$ cat config.mk
export PLATFORM = sky130hd
export DESIGN_NAME = rr_arbiter_top
export DESIGN_NICKNAME = d
export VERILOG_FILES = /design/src/arb_cfg_pkg.sv /design/src/arb_ctrl_pkg.sv /design/src/fast_ppe.sv /design/src/ppe_lookahead.sv /design/src/ppe_ripple.sv /design/src/rr_arbiter_top.sv /design/src/rr_grant_state.sv
export SDC_FILE = /design/constraint.sdc
export NUM_CORES = 1
export LEC_CHECK = 0
export BUFFER_PORTS_ARGS = -buffer_cell sky130_fd_sc_hd__buf_2
export CAP_MARGIN = 10
export CORE_MARGIN = 5
export CORE_UTILIZATION = 30
export CTS_CLUSTER_SIZE = 28
export DETAILED_ROUTE_END_ITERATION = 12
export PLACE_DENSITY = 0.6
export SLEW_MARGIN = 20
export SYNTH_ARGS = -nofsm -noshare
export SYNTH_HDL_FRONTEND = slang
export SYNTH_SLANG_ARGS = --single-unit
export TNS_END_PERCENT = 20
$ cat constraint.sdc
create_clock -name clk -period 4.5 [get_ports clk]
set_clock_uncertainty 0.05 [all_clocks]
set_input_delay 0.45 -clock clk [delete_from_list [all_inputs] [get_ports clk]]
set_output_delay 0.45 -clock clk [all_outputs]
set_load 0.05 [all_outputs]
$ cat src/arb_cfg_pkg.sv
/* Arbiter sizing constants */
package arb_cfg_pkg;

  // Number of requesters, sets req, gnt and pointer widths
  localparam int N_REQ = 16;

  // Carry-lookahead group size
  localparam int LAH = 4;

  // Lookahead groups across the full request vector
  localparam int N_GRP = N_REQ / LAH;

  // Requester index width
  localparam int IDX_W = $clog2(N_REQ);

endpackage

$ cat src/arb_ctrl_pkg.sv
/* Arbiter control definitions */
package arb_ctrl_pkg;

  // Pointer update policy
  typedef enum logic [1:0] {
    MODE_ROUND_ROBIN = 2'd0, // pointer moves to one past the winner
    MODE_FIXED       = 2'd1, // pointer pinned at requester 0
    MODE_FREEZE      = 2'd2  // pointer keeps its value
  } arb_mode_e;

  // Pointer index after reset
  localparam logic [arb_cfg_pkg::IDX_W-1:0] PTR_RESET = '0;

endpackage

$ cat src/fast_ppe.sv
/* Fast programmable priority encoder */
`timescale 1ns/1ps

module fast_ppe (
  input  logic [arb_cfg_pkg::N_REQ-1:0] req,
  input  logic [arb_cfg_pkg::N_REQ-1:0] prio,
  output logic [arb_cfg_pkg::N_REQ-1:0] grant_next,
  output logic                          no_req
);

  import arb_cfg_pkg::*;

  logic [N_REQ-1:0] gnt_smpl;
  logic [N_REQ-1:0] gnt_masked;
  logic             cout_smpl;
  logic             cout_masked;

  if (N_GRP * LAH != N_REQ) begin : g_grp_chk
    $error("N_REQ %0d is not a multiple of LAH %0d", N_REQ, LAH);
  end

  // Lowest requester overall
  ppe_lookahead #(
    .W(N_REQ),
    .G(LAH)
  ) smpl_ppe_inst (
    .r   (req),
    .p   ('0),
    .cin (1'b1),
    .g   (gnt_smpl),
    .cout(cout_smpl)
  );

  // Lowest requester at or above the pointer, no wrap
  ppe_lookahead #(
    .W(N_REQ),
    .G(LAH)
  ) masked_ppe_inst (
    .r   (req),
    .p   (prio),
    .cin (1'b0),
    .g   (gnt_masked),
    .cout(cout_masked)
  );

  // Masked miss falls back to the simple chain, giving the wrap
  assign grant_next = cout_masked ? gnt_smpl : gnt_masked;
  assign no_req     = cout_smpl;

endmodule

$ cat src/ppe_lookahead.sv
/* Lookahead programmable priority encoder */
`timescale 1ns/1ps

module ppe_lookahead #(
  parameter int W = arb_cfg_pkg::N_REQ,
  parameter int G = arb_cfg_pkg::LAH
) (
  input  logic [W-1:0] r,
  input  logic [W-1:0] p,
  input  logic         cin,
  output logic [W-1:0] g,
  output logic         cout
);

  import arb_cfg_pkg::*;

  localparam int NG = W / G;

  logic [NG:0] c; // Carry into each group

  if ((W % G) != 0 || W > N_REQ) begin : g_size_chk
    $error("ppe_lookahead bad sizing W=%0d G=%0d N_REQ=%0d", W, G, N_REQ);
  end

  assign c[0] = cin;

  for (genvar k = 0; k < NG; k++) begin : g_grp
    logic [G-1:0] r_grp;
    logic [G-1:0] p_grp;
    logic         grp_gen;
    logic         grp_prop;

    assign r_grp = r[k*G +: G];
    assign p_grp = p[k*G +: G];

    // Generate: some priority bit sees no request at or above it
    always_comb begin
      grp_gen = 1'b0;
      for (int j = 0; j < G; j++) begin
        if (p_grp[j] && !(|(r_grp >> j))) begin
          grp_gen = 1'b1;
        end
      end
    end

    assign grp_prop = ~(|r_grp); // Idle group passes the carry through

    assign c[k+1] = grp_gen | (grp_prop & c[k]);

    // Group carry out is rebuilt by the lookahead terms above
    ppe_ripple #(
      .W(G)
    ) ppe_ripple_inst (
      .r   (r_grp),
      .p   (p_grp),
      .cin (c[k]),
      .g   (g[k*G +: G]),
      .cout()
    );
  end

  // G equal to W collapses this to a single ripple chain
  assign cout = c[NG];

endmodule

$ cat src/ppe_ripple.sv
/* Ripple programmable priority chain */
`timescale 1ns/1ps

module ppe_ripple #(
  parameter int W = arb_cfg_pkg::LAH
) (
  input  logic [W-1:0] r,
  input  logic [W-1:0] p,
  input  logic         cin,
  output logic [W-1:0] g,
  output logic         cout
);

  import arb_cfg_pkg::*;

  logic [W:0]   carry;
  logic [W-1:0] armed;

  // A chain wider than the request vector is a sizing mistake
  if (W > N_REQ) begin : g_width_chk
    $error("ppe_ripple width %0d exceeds N_REQ %0d", W, N_REQ);
  end

  assign carry[0] = cin;

  for (genvar k = 0; k < W; k++) begin : g_slice
    // Armed by its own priority bit or by the carry from below
    assign armed[k] = p[k] | carry[k];

    assign g[k] = r[k] & armed[k];

    // Search continues only past an idle, armed slice
    assign carry[k+1] = armed[k] & ~r[k];
  end

  assign cout = carry[W]; // High when nothing granted in the chain

endmodule

$ cat src/rr_arbiter_top.sv
/* Round-robin arbiter top */
`timescale 1ns/1ps

module rr_arbiter_top (
  input  logic                          clk,
  input  logic                          reset,
  input  logic [arb_cfg_pkg::N_REQ-1:0] req,
  input  logic                          arb_en,
  input  arb_ctrl_pkg::arb_mode_e       mode,
  output logic [arb_cfg_pkg::N_REQ-1:0] gnt,
  output logic [arb_cfg_pkg::IDX_W-1:0] gnt_index,
  output logic                          gnt_valid,
  output logic                          no_req
);

  import arb_cfg_pkg::*;

  logic [N_REQ-1:0] prio;       // One-hot pointer
  logic [N_REQ-1:0] grant_next; // Combinational decision

  // Wrap-around search, zero cycles
  fast_ppe fast_ppe_inst (
    .req       (req),
    .prio      (prio),
    .grant_next(grant_next),
    .no_req    (no_req)
  );

  // Decision registered on arb_en, one cycle latency
  rr_grant_state rr_grant_state_inst (
    .clk       (clk),
    .reset     (reset),
    .arb_en    (arb_en),
    .mode      (mode),
    .grant_next(grant_next),
    .prio      (prio),
    .gnt       (gnt),
    .gnt_index (gnt_index),
    .gnt_valid (gnt_valid)
  );

endmodule

$ cat src/rr_grant_state.sv
/* Grant registers and priority pointer */
`timescale 1ns/1ps

module rr_grant_state (
  input  logic                          clk,
  input  logic                          reset,
  input  logic                          arb_en,
  input  arb_ctrl_pkg::arb_mode_e       mode,
  input  logic [arb_cfg_pkg::N_REQ-1:0] grant_next,
  output logic [arb_cfg_pkg::N_REQ-1:0] prio,
  output logic [arb_cfg_pkg::N_REQ-1:0] gnt,
  output logic [arb_cfg_pkg::IDX_W-1:0] gnt_index,
  output logic                          gnt_valid
);

  import arb_cfg_pkg::*;
  import arb_ctrl_pkg::*;

  logic [IDX_W-1:0] ptr;
  logic [IDX_W-1:0] win_index;
  logic             win_any;

  // One-hot to binary index of the winner
  always_comb begin
    win_index = '0;
    for (int i = 0; i < N_REQ; i++) begin
      if (grant_next[i]) begin
        win_index = win_index | IDX_W'(i);
      end
    end
  end

  assign win_any = |grant_next;

  always_ff @(posedge clk) begin
    if (reset) begin
      gnt       <= '0;
      gnt_index <= '0;
      gnt_valid <= 1'b0;
      ptr       <= PTR_RESET;
    end else begin
      gnt       <= arb_en ? grant_next : '0; // No carry-over of requests
      gnt_index <= arb_en ? win_index : '0;
      gnt_valid <= arb_en & win_any;

      if (arb_en && win_any) begin
        case (mode)
          MODE_ROUND_ROBIN: ptr <= win_index + IDX_W'(1); // Wraps 15 to 0
          MODE_FIXED:       ptr <= PTR_RESET;
          default:          ptr <= ptr;
        endcase
      end
    end
  end

  // Pointer index to one-hot priority
  always_comb begin
    prio      = '0;
    prio[ptr] = 1'b1;
  end

endmodule

==> impl_metrics.json, run 1 <==
{
  "status": "completed",
  "end_kind": "register",
  "cts.clk_slew.worst_paths_ns": 0.08,
  "async_flop_share_pct": 0,
  "num_antenna_cells": 0,
  "yosys_warnings": 0,
  "synthMuxAreaShare_pct": 2.91,
  "wl_mm": 5.52,
  "grt_start_max_net_pins": 19,
  "drv_slew": 0,
  "routabilityCongestion": 0.916,
  "grt_overflow": 0,
  "portBuffers": 42,
  "synth_adder_area_share_pct": 0.694,
  "dr.max_layer_used": "met4",
  "synth-seq-cells": 25,
  "yosysSeqAreaShare_pct": 27.8,
  "die_h_um": 87.5,
  "root_buffer": "clkbuf_8",
  "stdcell_area_um2": 2110,
  "synthTopCellsByArea": "dfxtp_1 (28%), nor2_1 (5.6%), nor3_1 (3.9%)",
  "yosys.area.top_type": "dfxtp_1",
  "start_util_pct": 30.6,
  "netlist_top_cells_count": "nor2_1 (27), dfxtp_1 (25), nand2_1 (17), nor3_1 (14), a21oi_1 (9)",
  "ir_drop_mv": 0.157,
  "cts-resized-gates": 0,
  "ys.flop_type": "dfxtp_1",
  "finalNetCount": 283,
  "drv_cap": 0,
  "fmax_mhz": 249,
  "yosysMostFrequentCell": "nor2_1",
  "slew_headroom_pct": 55.7,
  "cp_max_fo": 15,
  "clk_latency_ns": 0.26,
  "route.met3.wl_um": 418,
  "ctsHtreeMaxLevel": 1,
  "hold_buffers": 0,
  "crit_required_ns": 4.64,
  "synth_top_family_by_area": "simple AND/OR/NAND/NOR gates",
  "final_core_util_pct": 35.9,
  "setup-tns-final_ns": 0,
  "postCtsSetupRepairBufs": 0,
  "fin_total_pwr_mw": 0.444,
  "slowest_delay_ns": 0.74,
  "crit_slowest_cell": "dfxtp_1",
  "syn_area_per_cell_um2": 8.12,
  "drive_gt1_share_pct": 25.4,
  "cts_tree": "yes",
  "area_growth_pct": 17.3,
  "core-area_um2": 5890,
  "grt_first_pass_wirelength_mm": 8.81,
  "met2_length_mm": 2.64,
  "dpl_cell_area_um2": 2070,
  "ant_nets": 0,
  "crit_chain": "nor2b_1, a32oi_2, a211oi_2, a211oi_2, nor2_1, o32ai_1, a21boi_0, nand4_1, ha_1, or4_1, o221ai_1",
  "period_needed_ns": 4.01,
  "min_period_over_period_pct": 89.1,
  "powerDensity_nw_per_um2": 210,
  "worstSetupStartpointType": "register",
  "io_pins": 43,
  "rsz0062_at_grt": "no",
  "hold_viol_final": 0,
  "row_count": 28,
  "cts_buffer_depth": 2,
  "synthSimpleGateAreaFrac_pct": 33.4,
  "wl_per_cell_um": 16.5,
  "cp_common_cell": "a211oi_2",
  "synth_area_um2": 1800,
  "setup_violations": 0,
  "grt_pass1_vias": 1743,
  "drc": 0,
  "via_per_inst": 5.64,
  "synth_nets": 244,
  "cp.arrival_ns": 4.15,
  "synthCells": 222,
  "antenna_found_initial": 0,
  "synthXorXnorAreaFrac_pct": 0,
  "dr.pass1.iters": 6,
  "hold_path.class": "input port to register",
  "die_area_um2": 7660,
  "synth_compound_area_share_pct": 30.0,
  "critical_path_class": "register to register",
  "worst_pin_slew_ns": 0.664,
  "die_w_um": 87.5,
  "synth_enable_flop_cells": 0,
  "drtIter0Drc": 197,
  "p_leak_nw": 0.851,
  "grtUsageTotal_pct": 14.5,
  "cts_buffers": 3,
  "yosysUniqueCellTypes": 69,
  "routed-via-count": 1891,
  "synth_top_area_share_pct": 27.8,
  "clock-sinks": 25,
  "hpwlAfterDp_mm": 4.42,
  "wl_met1_mm": 2.40
}
[metrics by stage]
step                worst slack, ns  std cells  hold slack (ns)
global placement              0.614        331            0.667
detailed placement            0.507        331            0.673
finish                        0.491        335            0.388
global route                  0.126        335            0.406
floorplan                      1.04        222            0.514
CTS                           0.513        335            0.381
[layout by cell type, fill, tap and decap left out, types with 3 or more instances in the layout]
| master | count |
|---|---|
| or4_1 | 5 |
| o21ai_0 | 4 |
| buf_4 | 3 |
| inv_1 | 8 |
| buf_2 | 42 |
| mux2i_1 | 3 |
| dfxtp_1 | 25 |
| nor3b_1 | 3 |
| nor2_1 | 27 |
| nand2b_1 | 7 |
| a21oi_1 | 9 |
| o211ai_1 | 3 |
| a211oi_1 | 3 |
| o221ai_1 | 4 |
| nand2_1 | 17 |
| nor4_1 | 5 |
| nor2b_1 | 5 |
| clkbuf_8 | 3 |
| nor3_1 | 14 |
| nand3_1 | 4 |
[worst max-delay path, delay by kind of cell, from the launching register on]
family	cells	cell delay (ns)
adders and majority gates	1	0.21
DFF	1	0.74
AOI/OAI and AO/OA	6	1.97
and+or+nand+nor	4	0.96
[final cells by class]
class                      instances  area (µm²)
fill                             640        3770
multi-input combinational        177        1210
sequential                        25         500
timing repair buffer              45         233
tap                               75        93.8
clock buffer                       4        45.0
inverter                           9        33.8
[flip-flops by register name, indices dropped and copies added (netlist names)]
register,flops
rr_grant_state_inst.gnt_valid,1
rr_grant_state_inst.gnt_index,4
rr_grant_state_inst.gnt,16
rr_grant_state_inst.ptr,4
[routing by layer]
| layer | vias to the layer above | track usage, % |
|---|---|---|
| met5 | - | 0 |
| met4 | 0 | 3.07 |
| met3 | 8 | 3.03 |
| met2 | 74 | 23.6 |
| met1 | 888 | 19.7 |
| li1 | 921 | - |
[cell families (layout without fill, tap and decap cells)]
family / count (synthesis) / count (layout)
buffers and inverters: 20 / 58
adder cells (fa/ha/maj): 1 / 1
AO/OA/AOI/OAI: 65 / 65
flip-flops: 25 / 25
multiplexers: 4 / 4
AND/OR/NAND/NOR: 107 / 107
[power breakdown]
part	total (mW)	internal (mW)	switching (mW)
logic	0.0838	0.0301	0.0537
registers	0.231	0.225	0.00589
clock network	0.130	0.0632	0.0666
[worst paths after layout]
check                                                              from  slack, ns  cells after the start                                       to
worst min register to register  rr_grant_state_inst.ptr[1]$_SDFFE_PP0P_       0.70                      2  rr_grant_state_inst.ptr[1]$_SDFFE_PP0P_
worst min-delay path                                              reset       0.39                      2  rr_grant_state_inst.ptr[1]$_SDFFE_PP0P_
worst max-delay path            rr_grant_state_inst.ptr[2]$_SDFFE_PP0P_       0.49                     11  rr_grant_state_inst.ptr[2]$_SDFFE_PP0P_
worst max register to register  rr_grant_state_inst.ptr[2]$_SDFFE_PP0P_       0.49                     11  rr_grant_state_inst.ptr[2]$_SDFFE_PP0P_
No activity file was read; power rests on OpenSTA's default activity.
==> run 2, diff against run 1 <==
==> constraint.sdc (replaced) <==
create_clock -name clk -period 4.67 [get_ports clk]
set_clock_uncertainty 0.05 [all_clocks]
set_input_delay 0.467 -clock clk [delete_from_list [all_inputs] [get_ports clk]]
set_output_delay 0.467 -clock clk [all_outputs]
set_load 0.05 [all_outputs]
==> impl_metrics.json, run 2 (same netlist as run 1, synthesis figures left out) <==
{
  "status": "completed",
  "cts_buffer_depth": 2,
  "clk_latency_ns": 0.27,
  "r2r_slack_ns": 0.79,
  "slew_headroom_pct": 53.6,
  "antenna_found_initial": 0,
  "cts.clk_slew.worst_paths_ns": 0.09,
  "clockPowerShare_pct": 29.0,
  "postCtsSetupRepairBufs": 0,
  "routed-via-count": 1880,
  "die_h_um": 87.5,
  "end_kind": "register",
  "wl_mm": 5.37,
  "regToRegEndpoint": "rr_grant_state_inst.ptr[2]$_SDFFE_PP0P_",
  "p_seq_share_pct": 51.9,
  "num_antenna_cells": 0,
  "rsz0062_at_grt": "no",
  "cp_max_fo": 15,
  "drv_slew": 0,
  "holdCritStartpoint": "reset",
  "grt_start_max_net_pins": 19,
  "clock-sinks": 25,
  "finalNetCount": 283,
  "r2r_start": "rr_grant_state_inst.ptr[2]$_SDFFE_PP0P_",
  "routabilityCongestion": 0.900,
  "hold_viol_final": 0,
  "row_count": 28,
  "period_needed_ns": 3.88,
  "drc": 0,
  "portBuffers": 42,
  "die_area_um2": 7660,
  "ant_nets": 0,
  "core-area_um2": 5890,
  "hpwlAfterDp_mm": 4.33,
  "comb_power_share_pct": 19.1,
  "final_common_cell": "buf_2",
  "setup_violations": 0,
  "ir_drop_mv": 0.122,
  "ctsHtreeMaxLevel": 1,
  "grt_first_pass_wirelength_mm": 8.45,
  "worst_pin_slew_ns": 0.697,
  "io_pins": 43,
  "crit_required_ns": 4.81,
  "cts-resized-gates": 0,
  "drv_cap": 0,
  "setup-tns-final_ns": 0,
  "critPathLaunch": "rr_grant_state_inst.ptr[2]$_SDFFE_PP0P_",
  "most-common-layout-cells": "buf_2 (42), nor2_1 (27), dfxtp_1 (25)",
  "p_leak_nw": 0.854,
  "start_util_pct": 30.6,
  "fmax_mhz": 258,
  "die_w_um": 87.5,
  "grt_pass1_vias": 1762,
  "cts_tree": "yes",
  "power_switching_mw": 0.122,
  "hold_buffers": 0,
  "drive_gt1_share_pct": 25.8,
  "worstSetupStartpointType": "register",
  "intPower_mw": 0.305,
  "root_buffer": "clkbuf_8",
  "min_path_cells": 2,
  "area_growth_pct": 17.3,
  "grt_overflow": 0,
  "regMostFlops": "rr_grant_state_inst.gnt",
  "critical_path_class": "register to register",
  "grtUsageTotal_pct": 13.9,
  "wl_per_cell_um": 16.0,
  "dp_slack_ns": 0.688,
  "largest_register_ff_count": 16,
  "drtIter0Drc": 190,
  "via_per_inst": 5.61,
  "powerDensity_nw_per_um2": 202,
  "hold_path.class": "input port to register",
  "dr.pass1.iters": 4,
  "reg.largest.list": "rr_grant_state_inst.gnt: 16 flops, rr_grant_state_inst.gnt_index: 4 flops, rr_grant_state_inst.ptr: 4 flops",
  "timing.final.ws_setup_ns": 0.790,
  "cp.arrival_ns": 4.02,
  "netSwitchingFraction_pct": 28.6,
  "cts_buffers": 3,
  "min_period_over_period_pct": 83.1,
  "r2r_cells": 12,
  "hold_end": "rr_grant_state_inst.ptr[1]$_SDFFE_PP0P_"
}
run 2: changes by cell type in the layout (fill, tap and decap cells not counted), sizes merged:
cell    change
clkbuf      -1
clkinv      +1
run 2: cell type report:
class,count,area (µm²)
Fill cell,636,3770
Clock inverter,1,5.00
Clock buffer,3,41.3
Timing Repair Buffer,45,233
Multi-Input combinational cell,177,1210
Sequential cell,25,500
Tap cell,75,93.8
Inverter,9,33.8
run 2: power by group through the flow:
stage                     Sequential, mW  Combinational (mW)  Clock (mW)
after global placement             0.227              0.0806           0
after CTS                          0.222              0.0810       0.129
after floorplan                    0.233              0.0463           0
final                              0.222              0.0817       0.124
after global routing               0.223              0.0888       0.140
after detailed placement           0.227              0.0808           0
run 2: how the worst max path moves through the flow:
| stage | slack, ns | cells after the start | to |
|---|---|---|---|
| floorplan | 1.19 | 13 | rr_grant_state_inst.ptr[2]$_SDFFE_PP0P_ |
| global placement | 0.78 | 13 | rr_grant_state_inst.ptr[2]$_SDFFE_PP0P_ |
| detailed placement | 0.69 | 13 | rr_grant_state_inst.ptr[2]$_SDFFE_PP0P_ |
| CTS | 0.79 | 12 | rr_grant_state_inst.ptr[2]$_SDFFE_PP0P_ |
| global route | 0.53 | 11 | rr_grant_state_inst.ptr[2]$_SDFFE_PP0P_ |
| finish | 0.79 | 12 | rr_grant_state_inst.ptr[2]$_SDFFE_PP0P_ |
run 2: worst max-delay path: stages, from the launching register on:
cell      delay (ns)
dfxtp_1         0.73
nor2b_1         0.17
a32oi_2         0.33
a211oi_2        0.14
a211o_1         0.36
a21oi_4         0.32
a31oi_1         0.16
a31oi_2         0.34
and2_4          0.22
nand4_1         0.10
ha_1            0.21
or4_1           0.51
o221ai_1        0.16
run 2: per-layer routing:
metal,part of all wire (%),global-route usage (%)
met1,45,18.5
met2,46,22.6
met3,7.3,2.93
met4,1.9,4.04
met5,0,0
run 2: per-stage QoR:
stage / hold WS, ns / std cells / util [%] / cell area [µm²] / power, mW
finish: 0.401 / 335 / 35.9 / 2120 / 0.428
global route: 0.408 / 335 / 35.9 / 2120 / 0.452
CTS: 0.392 / 335 / 35.9 / 2120 / 0.432
detailed placement: 0.686 / 331 / 35.2 / 2070 / 0.308
global placement: 0.677 / 331 / 35.2 / 2070 / 0.308
floorplan: 0.531 / 222 / - / 1800 / 0.279
